===== src/riscv_defines.svh =====
/*
 * RV32 integer pipeline constants
 * data width, register file shape and the canonical nop encoding
 */
`ifndef RISCV_DEFINES_SVH
`define RISCV_DEFINES_SVH

// datapath
`define XLEN       32

// register file shape
`define REG_IDX_W  5
`define NUM_REGS   32
`define ZERO_REG   5'd0

// addi x0, x0, 0
`define NOP_WORD   32'h0000_0013

`endif

===== src/isa_pkg.sv =====
/*
 * RV32I subset encodings
 * opcode and funct codes of the kept ops, alu op and operand-b select
 */
`include "riscv_defines.svh"

package isa_pkg;

    typedef logic [`REG_IDX_W-1:0] reg_idx_t; // register index

    //////////////////////////////////////////////////
    // opcodes
    //////////////////////////////////////////////////
    localparam logic [6:0] OP_REG = 7'b0110011; // r-type alu
    localparam logic [6:0] OP_IMM = 7'b0010011; // i-type alu
    localparam logic [6:0] OP_LUI = 7'b0110111;

    //////////////////////////////////////////////////
    // funct fields
    //////////////////////////////////////////////////
    localparam logic [2:0] F3_ADD_SUB = 3'b000;
    localparam logic [2:0] F3_SLT     = 3'b010; // signed compare
    localparam logic [2:0] F3_XOR     = 3'b100;
    localparam logic [2:0] F3_OR      = 3'b110;
    localparam logic [2:0] F3_AND     = 3'b111;

    localparam logic [6:0] F7_BASE    = 7'b0000000;
    localparam logic [6:0] F7_SUB     = 7'b0100000; // only with add/sub funct3

    // alu operation
    typedef enum logic [2:0] {
        ALU_ADD,
        ALU_SUB,
        ALU_AND,
        ALU_OR,
        ALU_XOR,
        ALU_SLT,
        ALU_PASS_B  // lui, operand b straight out
    } alu_op_t;

    // second alu operand source
    typedef enum logic {
        OPB_RS2,
        OPB_IMM
    } opb_sel_t;

endpackage


===== src/pipe_pkg.sv =====
/*
 * inter-stage packets
 * payloads of the four stage registers and of the top-level streams
 */
`include "riscv_defines.svh"

package pipe_pkg;

    import isa_pkg::*;

    // raw instruction word, input stream and if_id payload
    typedef logic [31:0] fetch_t;

    // decoded instruction, id_ex payload
    typedef struct packed {
        reg_idx_t          rs1_idx;
        reg_idx_t          rs2_idx;
        logic [`XLEN-1:0]  rs1_data;  // forwarded by the time it reaches id_ex
        logic [`XLEN-1:0]  rs2_data;
        logic [`XLEN-1:0]  imm;       // i or u immediate
        opb_sel_t          opb_sel;
        alu_op_t           alu_op;
        reg_idx_t          dest;
        logic              we;        // low for x0 and illegal
        logic              illegal;
    } decode_t;

    // alu result, ex_mem and mem_wb payload
    typedef struct packed {
        logic              we;
        reg_idx_t          dest;
        logic [`XLEN-1:0]  data;
        logic              illegal;
    } result_t;

    // commit stream payload
    // same fields as result_t for now
    typedef struct packed {
        logic              we;
        reg_idx_t          dest;
        logic [`XLEN-1:0]  data;
        logic              illegal;
    } commit_t;

endpackage


===== src/pipeline.sv =====
/*
 * four-register in-order integer pipeline
 * if_id, id_ex, ex_mem, mem_wb with forwarding and writeback to the regfile
 */
`timescale 1ns/1ns
`include "riscv_defines.svh"

module pipeline
    import pipe_pkg::*;
(
    input  logic    clock,
    input  logic    reset,
    input  logic    inst_valid,
    input  fetch_t  inst,
    output logic    inst_ready,
    output logic    commit_valid,
    output commit_t commit,
    input  logic    commit_ready
);

    //////////////////////////////////////////////////
    // wires
    //////////////////////////////////////////////////
    logic             advance;       // whole pipe moves together
    logic             if_id_valid;
    fetch_t           if_id_q;
    decode_t          dec;
    decode_t          id_ex_in;
    decode_t          id_ex_q;
    logic             id_ex_valid;
    result_t          ex_res;
    result_t          ex_mem_q;
    logic             ex_mem_valid;
    result_t          mem_wb_q;
    logic             mem_wb_valid;
    logic [`XLEN-1:0] rf_rs1;
    logic [`XLEN-1:0] rf_rs2;
    logic [`XLEN-1:0] fwd_rs1;
    logic [`XLEN-1:0] fwd_rs2;
    logic             wb_en;

    // stall only when a real commit is refused
    assign advance    = commit_ready || !mem_wb_valid;
    assign inst_ready = advance;

    //////////////////////////////////////////////////
    // fetch / decode
    //////////////////////////////////////////////////
    stage_reg #(.payload_t(fetch_t)) u_if_id (
        .clock(clock), .reset(reset), .en(advance),
        .in_valid(inst_valid), .in_data(inst),
        .out_valid(if_id_valid), .out_data(if_id_q)
    );

    stage_decode u_decode (
        .word(if_id_q), .word_valid(if_id_valid),
        .rf_rs1_data(rf_rs1), .rf_rs2_data(rf_rs2),
        .dec(dec)
    );

    regfile u_regfile (
        .clock(clock), .reset(reset),
        .rd1_idx(dec.rs1_idx), .rd2_idx(dec.rs2_idx),
        .rd1_data(rf_rs1), .rd2_data(rf_rs2),
        .wr_en(wb_en), .wr_idx(mem_wb_q.dest), .wr_data(mem_wb_q.data)
    );

    forward_unit u_forward (
        .dec(dec),
        .ex_valid(id_ex_valid), .ex_res(ex_res),
        .mem_valid(ex_mem_valid), .mem_res(ex_mem_q),
        .rs1_val(fwd_rs1), .rs2_val(fwd_rs2)
    );

    // forwarded operands replace the regfile reads
    always_comb begin
        id_ex_in          = dec;
        id_ex_in.rs1_data = fwd_rs1;
        id_ex_in.rs2_data = fwd_rs2;
    end

    //////////////////////////////////////////////////
    // execute / mem
    //////////////////////////////////////////////////
    stage_reg #(.payload_t(decode_t)) u_id_ex (
        .clock(clock), .reset(reset), .en(advance),
        .in_valid(if_id_valid), .in_data(id_ex_in),
        .out_valid(id_ex_valid), .out_data(id_ex_q)
    );

    stage_execute u_execute (
        .dec(id_ex_q),
        .rs1_val(id_ex_q.rs1_data), .rs2_val(id_ex_q.rs2_data),
        .res(ex_res)
    );

    stage_reg #(.payload_t(result_t)) u_ex_mem (
        .clock(clock), .reset(reset), .en(advance),
        .in_valid(id_ex_valid), .in_data(ex_res),
        .out_valid(ex_mem_valid), .out_data(ex_mem_q)
    );

    // mem stage has no logic left, only its register
    stage_reg #(.payload_t(result_t)) u_mem_wb (
        .clock(clock), .reset(reset), .en(advance),
        .in_valid(ex_mem_valid), .in_data(ex_mem_q),
        .out_valid(mem_wb_valid), .out_data(mem_wb_q)
    );

    //////////////////////////////////////////////////
    // writeback / commit
    //////////////////////////////////////////////////
    assign wb_en = mem_wb_valid && mem_wb_q.we && advance; // write on commit handshake

    assign commit_valid = mem_wb_valid;
    assign commit = '{
        we:      mem_wb_q.we,
        dest:    mem_wb_q.dest,
        data:    mem_wb_q.data,
        illegal: mem_wb_q.illegal
    };

endmodule


===== src/stage_execute.sv =====
/*
 * execute stage
 * operand b select and alu, builds the ex_mem result packet
 */
`timescale 1ns/1ns
`include "riscv_defines.svh"

module stage_execute
    import isa_pkg::*;
    import pipe_pkg::*;
(
    input  decode_t          dec,
    input  logic [`XLEN-1:0] rs1_val,  // already forwarded
    input  logic [`XLEN-1:0] rs2_val,
    output result_t          res
);

    logic [`XLEN-1:0] opb;
    logic [`XLEN-1:0] alu_out;
    logic             lt;

    assign opb = (dec.opb_sel == OPB_IMM) ? dec.imm : rs2_val;
    assign lt  = $signed(rs1_val) < $signed(opb); // slt / slti are signed

    //////////////////////////////////////////////////
    // alu
    //////////////////////////////////////////////////
    always_comb begin
        case (dec.alu_op)
            ALU_ADD:    alu_out = rs1_val + opb;
            ALU_SUB:    alu_out = rs1_val - opb;
            ALU_AND:    alu_out = rs1_val & opb;
            ALU_OR:     alu_out = rs1_val | opb;
            ALU_XOR:    alu_out = rs1_val ^ opb;
            ALU_SLT:    alu_out = {{(`XLEN-1){1'b0}}, lt};
            ALU_PASS_B: alu_out = opb; // lui immediate
            default:    alu_out = '0;
        endcase
    end

    always_comb begin
        res         = '0;
        res.we      = dec.we;
        res.dest    = dec.dest;
        res.data    = alu_out;
        res.illegal = dec.illegal;
    end

endmodule


===== src/forward_unit.sv =====
/*
 * operand forwarding
 * picks each source from execute, ex_mem or the regfile, nearest first
 */
`timescale 1ns/1ns
`include "riscv_defines.svh"

module forward_unit
    import isa_pkg::*;
    import pipe_pkg::*;
(
    input  decode_t          dec,
    input  logic             ex_valid,   // id_ex holds a real instruction
    input  result_t          ex_res,     // comb execute result
    input  logic             mem_valid,
    input  result_t          mem_res,    // ex_mem register
    output logic [`XLEN-1:0] rs1_val,
    output logic [`XLEN-1:0] rs2_val
);

    // producer qualifies for a given source index
    function automatic logic hit(input logic v, input result_t r, input reg_idx_t idx);
        return v && r.we && (idx != `ZERO_REG) && (r.dest == idx);
    endfunction

    always_comb begin
        // rs1, nearest older producer wins
        if (hit(ex_valid, ex_res, dec.rs1_idx)) begin
            rs1_val = ex_res.data;
        end else if (hit(mem_valid, mem_res, dec.rs1_idx)) begin
            rs1_val = mem_res.data;
        end else begin
            rs1_val = dec.rs1_data; // regfile, incl. mem_wb bypass
        end

        // rs2, same chain
        if (hit(ex_valid, ex_res, dec.rs2_idx)) begin
            rs2_val = ex_res.data;
        end else if (hit(mem_valid, mem_res, dec.rs2_idx)) begin
            rs2_val = mem_res.data;
        end else begin
            rs2_val = dec.rs2_data;
        end
    end

endmodule


===== src/stage_decode.sv =====
/*
 * instruction decode
 * field split, immediate generation, alu op mapping, illegal detect
 */
`timescale 1ns/1ns
`include "riscv_defines.svh"

module stage_decode
    import isa_pkg::*;
    import pipe_pkg::*;
(
    input  fetch_t           word,
    input  logic             word_valid,
    input  logic [`XLEN-1:0] rf_rs1_data,  // from regfile, indexed by dec.rs1_idx
    input  logic [`XLEN-1:0] rf_rs2_data,
    output decode_t          dec
);

    fetch_t           w;
    logic [6:0]       opcode;
    logic [2:0]       funct3;
    logic [6:0]       funct7;
    logic [`XLEN-1:0] imm_i;
    logic [`XLEN-1:0] imm_u;
    alu_op_t          alu_op;
    opb_sel_t         opb_sel;
    logic             use_imm_u;
    logic             illegal;

    assign w = word_valid ? word : `NOP_WORD; // bubbles decode as a harmless nop

    // fixed field positions
    assign opcode = w[6:0];
    assign funct3 = w[14:12];
    assign funct7 = w[31:25];

    assign imm_i = {{(`XLEN-12){w[31]}}, w[31:20]}; // sign extended
    assign imm_u = {w[31:12], 12'b0};

    //////////////////////////////////////////////////
    // opcode / funct to alu op
    //////////////////////////////////////////////////
    always_comb begin
        alu_op    = ALU_ADD;
        opb_sel   = OPB_RS2;
        use_imm_u = 1'b0;
        illegal   = 1'b0;
        case (opcode)
            OP_REG: begin
                case ({funct7, funct3})
                    {F7_BASE, F3_ADD_SUB}: alu_op = ALU_ADD;
                    {F7_SUB,  F3_ADD_SUB}: alu_op = ALU_SUB;
                    {F7_BASE, F3_AND}:     alu_op = ALU_AND;
                    {F7_BASE, F3_OR}:      alu_op = ALU_OR;
                    {F7_BASE, F3_XOR}:     alu_op = ALU_XOR;
                    {F7_BASE, F3_SLT}:     alu_op = ALU_SLT;
                    default:               illegal = 1'b1; // shifts, sltu, m-ext
                endcase
            end
            OP_IMM: begin
                opb_sel = OPB_IMM;
                case (funct3)
                    F3_ADD_SUB: alu_op = ALU_ADD;
                    F3_AND:     alu_op = ALU_AND;
                    F3_OR:      alu_op = ALU_OR;
                    F3_XOR:     alu_op = ALU_XOR;
                    F3_SLT:     alu_op = ALU_SLT;
                    default:    illegal = 1'b1; // shift imm, sltiu
                endcase
            end
            OP_LUI: begin
                opb_sel   = OPB_IMM;
                use_imm_u = 1'b1;
                alu_op    = ALU_PASS_B;
            end
            default: illegal = 1'b1;
        endcase
    end

    // packet for id_ex
    always_comb begin
        dec          = '0;
        dec.rs1_idx  = w[19:15];
        dec.rs2_idx  = w[24:20];
        dec.rs1_data = rf_rs1_data;
        dec.rs2_data = rf_rs2_data;
        dec.imm      = use_imm_u ? imm_u : imm_i;
        dec.opb_sel  = opb_sel;
        dec.alu_op   = alu_op;
        dec.dest     = w[11:7];
        dec.we       = !illegal && (w[11:7] != `ZERO_REG); // x0 never written
        dec.illegal  = illegal;
    end

endmodule


===== src/regfile.sv =====
/*
 * integer register file
 * two async read ports, one write port, x0 reads zero, write bypass
 */
`timescale 1ns/1ns
`include "riscv_defines.svh"

module regfile
    import isa_pkg::*;
(
    input  logic             clock,
    input  logic             reset,
    input  reg_idx_t         rd1_idx,
    input  reg_idx_t         rd2_idx,
    output logic [`XLEN-1:0] rd1_data,
    output logic [`XLEN-1:0] rd2_data,
    input  logic             wr_en,
    input  reg_idx_t         wr_idx,
    input  logic [`XLEN-1:0] wr_data
);

    logic [`XLEN-1:0] regs [`NUM_REGS];

    // one read port with x0 and same-cycle write handling
    function automatic logic [`XLEN-1:0] read_port(input reg_idx_t idx);
        if (idx == `ZERO_REG) begin
            return '0;
        end else if (wr_en && (wr_idx == idx)) begin
            return wr_data; // bypass covers the mem_wb distance
        end
        return regs[idx];
    endfunction

    always_ff @(posedge clock) begin
        if (reset) begin
            for (int i = 0; i < `NUM_REGS; i++) begin
                regs[i] <= '0;
            end
        end else if (wr_en && (wr_idx != `ZERO_REG)) begin
            regs[wr_idx] <= wr_data;
        end
    end

    always_comb begin
        rd1_data = read_port(rd1_idx);
        rd2_data = read_port(rd2_idx);
    end

endmodule


===== src/stage_reg.sv =====
/*
 * pipeline stage register
 * payload plus valid bit, held while en is low
 */
`timescale 1ns/1ns

module stage_reg #(
    parameter type payload_t = logic
) (
    input  logic     clock,
    input  logic     reset,
    input  logic     en,        // pipeline advance
    input  logic     in_valid,
    input  payload_t in_data,
    output logic     out_valid,
    output payload_t out_data
);

    // valid bit, a bubble after reset
    always_ff @(posedge clock) begin
        if (reset) begin
            out_valid <= 1'b0;
        end else if (en) begin
            out_valid <= in_valid; // low upstream valid loads a bubble
        end
    end

    // payload, only meaningful with out_valid
    always_ff @(posedge clock) begin
        if (en) begin
            out_data <= in_data;
        end
    end

endmodule


===== config.mk =====
export PLATFORM = sky130hd
export DESIGN_NAME = pipeline
export DESIGN_NICKNAME = d
export VERILOG_FILES = /design/src/isa_pkg.sv /design/src/pipe_pkg.sv /design/src/pipeline.sv /design/src/stage_execute.sv /design/src/forward_unit.sv /design/src/stage_decode.sv /design/src/regfile.sv /design/src/stage_reg.sv
export VERILOG_INCLUDE_DIRS = /design/src
export SDC_FILE = /design/constraint.sdc
export NUM_CORES = 2
export LEC_CHECK = 0
export BUFFER_PORTS_ARGS = -buffer_cell sky130_fd_sc_hd__buf_2
export CORE_MARGIN = 10
export CORE_UTILIZATION = 58
export CTS_CLUSTER_SIZE = 10
export DETAILED_ROUTE_END_ITERATION = 6
export MAX_ROUTING_LAYER = met4
export PLACE_DENSITY = 0.77
export SYNTH_ARGS = -nofsm -noshare
export SYNTH_HDL_FRONTEND = slang
export SYNTH_HIERARCHICAL = 1
export SYNTH_SLANG_ARGS = --single-unit

===== constraint.sdc =====
create_clock -name clock -period 7.6 [get_ports clock]
set_clock_uncertainty 0.1 [all_clocks]
set_input_delay 1.14 -clock clock [delete_from_list [all_inputs] [get_ports clock]]
set_output_delay 1.14 -clock clock [all_outputs]
set_load 0.02 [all_outputs]

* Word level (Yosys, flattened, before mapping)
Memory sizes are Yosys's and may differ from the RTL's.
Cells that the tools add are included.
** Operators by class
- Add/subtract/negate cells :: 2
- Order comparisons :: 1
- Equal/unequal tests :: 24
- Mux-type cells :: 34
- Bitwise gates (word level) :: 3
- Reductions and logical operators :: 32
** Operator list (count)
- 2-to-1 mux 32 bit :: 13
- case mux 32 bit (7 select lines) :: 1
- adder 32 bit :: 1
- bitwise AND 32 bit :: 1
- less-than comparator 32 bit :: 1
- OR 32 bit :: 1
- OR reduction 32 bit :: 1
- subtractor 32 bit :: 1
- XOR 32 bit :: 1
- 2-to-1 mux 31 bit :: 1
- == test 10 x 3 -> 1 bit, second input constant :: 3
- == test 5 bit :: 6
- nonzero test 5 bit :: 4
- == test 3 bit, second input constant :: 6
- logical AND 1 bit :: 16
- case mux 3 bit (5 select lines) :: 1
- == test 7 x 6 -> 1 bit, second input constant :: 2
- 2-to-1 mux 1 bit :: 14
- case mux 3 bit (4 select lines) :: 1
- == test 10 x 2 -> 1 bit, second input constant :: 1
- == test 10 x 9 -> 1 bit, second input constant :: 1
- zero test 10 bit :: 1
- zero test 5 bit :: 2
- == test 3 x 2 -> 1 bit, second input constant :: 3
- other kinds (11) :: 13
** Word-level totals
- Register bits :: 221
- Bits in writable memories :: 1024
- Input bits :: 36
- Output and inout bits :: 41
- Memories :: 1
** Memories
- u_regfile.regs :: words 32, width 32, read ports 2, clocked after memory_dff 0, write ports 32, line regfile.sv:22 : logic [`XLEN-1:0] regs [`NUM_REGS];

* Logic depth before layout (Yosys ltp)
- Depth after elaboration :: 9
- Depth in mapped cells :: 18
- Mapped depth without buffers :: 15

* Modules after synthesis
The synthesis kept the hierarchy.
** Modules (own cells, without submodules)
- regfile :: instances 1, cells an instance 3745, area an instance 55246.7 µm², sequential area each 30749.5 µm²
- stage_execute :: instances 1, cells an instance 931, area an instance 6242.2 µm², sequential area each 0.0 µm²
- stage_reg at u_id_ex :: instances 1, cells an instance 120, area an instance 3547.2 µm², sequential area each 3533.4 µm²
- stage_reg at u_ex_mem ... :: instances 2, cells an instance 42, area an instance 1204.9 µm², sequential area each 1191.1 µm²
- forward_unit :: instances 1, cells an instance 289, area an instance 1630.3 µm², sequential area each 0.0 µm²
- stage_decode :: instances 1, cells an instance 156, area an instance 1087.3 µm², sequential area each 0.0 µm²
- stage_reg at u_if_id :: instances 1, cells an instance 35, area an instance 994.7 µm², sequential area each 980.9 µm²
- pipeline :: instances 1, cells an instance 2, area an instance 12.5 µm², sequential area each 0.0 µm²

* Worst setup path after synthesis
Ideal clock, no wire load.
- Path kind :: input port to output port
- From :: in commit_ready
- To :: out inst_ready
- Arrival time :: 6.853 ns
- Path slack :: -0.493 ns
- Cell stages on the path :: 1
- Cells stage by stage :: nand2b_1
** On the way
- Word-level cells in the longest chain between the ends :: 1
** Ends and longest elaborated chain
- from (decl) :: line pipeline.sv:18 : input logic commit_ready
- logical OR 1 bit :: line pipeline.sv:43 : assign advance = commit_ready || !mem_wb_valid;
- to (decl) :: line pipeline.sv:15 : output logic inst_ready,
No other way between the ends.

==> flow_summary.json <==
{
  "synth_area_sq_um": 70900,
  "slew_violations": 0,
  "area.growth.synth_to_final_pct": 7.60,
  "wl_per_cell_um": 35.1,
  "grt_usage_pct": 35.6,
  "cpPeakStageDelay_ns": 1.29,
  "vias": 49774,
  "mostFrequentLayoutCells": "edfxtp_1, and2_1, mux4_2",
  "r2r_end": "u_id_ex/out_data[92]$_DFFE_PP_",
  "grt_pass1_wl_mm": 342,
  "path_delay_family": "simple AND/OR/NAND/NOR gates",
  "postSynthAreaPerCell_sq_um": 13.2,
  "final_common_cell": "edfxtp_1",
  "design_power_total_mw": 17.5,
  "crit_buf_inv": 0,
  "drive_gt1_share_pct": 19.9,
  "ios": 77,
  "tightest_slew_ns": 1.41,
  "fin_area_sq_um": 76300,
  "rows": 128,
  "tns_ns": 0,
  "outcome": "complete, but fails checks",
  "rr_worst_depth": 8,
  "dp_cells": 6670,
  "crit_type": "flop to flop",
  "grt_max_degree": 163,
  "leakage_nw": 27.5,
  "antenna_found_initial": 16,
  "fill_cells": 8775,
  "start_util_pct": 58.3,
  "hold_ws_ns": 0.324,
  "die-area_sq_um": 137000,
  "path_cells": "and2_4 -> xor2_1 -> nor4_1 -> o211a_2 -> a22oi_1 -> nand2_1 -> nand2_1 -> a31oi_1",
  "wl_met3_mm": 39.3,
  "gp_congestion": 0.966,
  "path_max_fanout": 47,
  "top_layer": "met4",
  "timing.rr.start": "u_if_id/out_valid$_SDFFE_PP0P_",
  "final_core_util_pct": 62.7,
  "hpwl_mm": 142,
  "violations": "DRC",
  "critPathRequiredTime_ns": 8.09,
  "cts-root-buf": "clkbuf_16",
  "postCtsHoldBufs": 0,
  "ir_worst_vdd_mv": 0.209,
  "max_cap_violations": 0,
  "synth_cells": 5352,
  "pre_cts_ws_ns": 2.53,
  "crit_path_frequent_cell": "nand2_1",
  "clockBufferDepth": 3,
  "cp-startpoint": "u_if_id/out_valid$_SDFFE_PP0P_",
  "post-route-period-util_pct": 69.2,
  "crit_cells": 8,
  "rrSetupSlack_ns": 2.34,
  "layout.cells.non_filler": 6875,
  "power_density_nw_per_um2": 230,
  "cts_resized": 0,
  "worst_setup_path_end_kind": "flop",
  "start_kind": "flop",
  "hold_viol_final": 0,
  "cp_data_arrival_time_ns": 5.75,
  "drtAntennaViolNets": 0,
  "fin_ws_ns": 2.34,
  "setup_viol": 0,
  "cts_num_sinks": 1245,
  "drt_first_pass_iters": 7,
  "gr-total-overflow": 0,
  "crit_path_end": "u_id_ex/out_data[92]$_DFFE_PP_",
  "wl_met1_mm": 80.8,
  "maxSlewHeadroom_pct": 5.89,
  "drc": 2,
  "placed_area_sq_um": 72200,
  "die-width_um": 370,
  "grt_pass1_vias": 48758,
  "drt_iter0_markers": 8423,
  "clock_latency_ns": 0.76,
  "wl_met2_mm": 105,
  "crit_slowest_cell": "o211a_2",
  "rsz0062_at_grt": "no",
  "nets": 5340,
  "core_area_sq_um": 122000,
  "via_per_inst": 7.24,
  "holdCritPathClass": "flop to flop",
  "wl_mm": 241,
  "ys.warnings.count": 6,
  "port_buffers": 76,
  "die_y_um": 370,
  "post-cts-setup-buffers": 0,
  "cts_tree": "done",
  "htreeDepth": 4,
  "clkTransAtPathRegs_ns": 0.06,
  "clock.fmax_ghz": 0.190,
  "layout_min_cycle_time_ns": 5.26,
  "cts_made_buffers": 146
}
## cell type report
cell class | instances | area [sq um] | area share, %
antenna | 14 | 35.0 | 0.0459
clock buffer | 172 | 3810 | 5.00
clock inverter | 19 | 210 | 0.276
inverter | 119 | 450 | 0.591
multi-input combinational | 3449 | 30700 | 40.3
sequential | 1245 | 37300 | 49.0
tap | 1625 | 2030 | 2.67
timing repair buffer | 232 | 1670 | 2.19
## worst min-delay path by stage
stage                                   start                        endpoint  slack (ns)  depth (start not counted)
2_1_floorplan  u_ex_mem/out_data[0]$_DFFE_PP_  u_mem_wb/out_data[0]$_DFFE_PP_        0.30                          0
3_3_place_gp    u_id_ex/out_data[0]$_DFFE_PP_  u_ex_mem/out_data[0]$_DFFE_PP_        0.30                          0
3_5_place_dp   u_ex_mem/out_data[0]$_DFFE_PP_  u_mem_wb/out_data[0]$_DFFE_PP_        0.31                          0
4_1_cts        u_ex_mem/out_data[0]$_DFFE_PP_  u_mem_wb/out_data[0]$_DFFE_PP_        0.33                          0
5_1_grt        u_ex_mem/out_data[0]$_DFFE_PP_  u_mem_wb/out_data[0]$_DFFE_PP_        0.34                          0
6_report       u_ex_mem/out_data[0]$_DFFE_PP_  u_mem_wb/out_data[0]$_DFFE_PP_        0.32                          0
## worst register-to-register path, stage by stage, from the launching register on
cell and delay [ns]:
dfxtp_1 0.90, and2_4 0.86, xor2_1 0.16, nor4_1 0.97, o211a_2 1.29, a22oi_1 0.40
nand2_1 0.15, nand2_1 0.09, a31oi_1 0.20
## metal layers
layer	up-vias	track usage [%]
met3	1030	12.5
met1	24485	44.2
li1	19742	-
met5	-	-
met4	0	19.7
met2	4517	50.7
## report_power, final
group / internal (mW) / switching (mW)
clock network: 3.55 / 2.73
registers: 7.97 / 0.355
logic: 0.922 / 2.00
total: 12.4 / 5.08
## flip-flops by register name, indices dropped and copies added, names as in the netlist
signal,flops
u_ex_mem/out_data,39
u_ex_mem/out_valid,1
u_id_ex/out_data,107
u_id_ex/out_valid,1
u_if_id/out_data,32
u_if_id/out_valid,1
u_mem_wb/out_data,39
u_mem_wb/out_valid,1
u_regfile/regs,1024
Power figures use the tool's default switching activity.
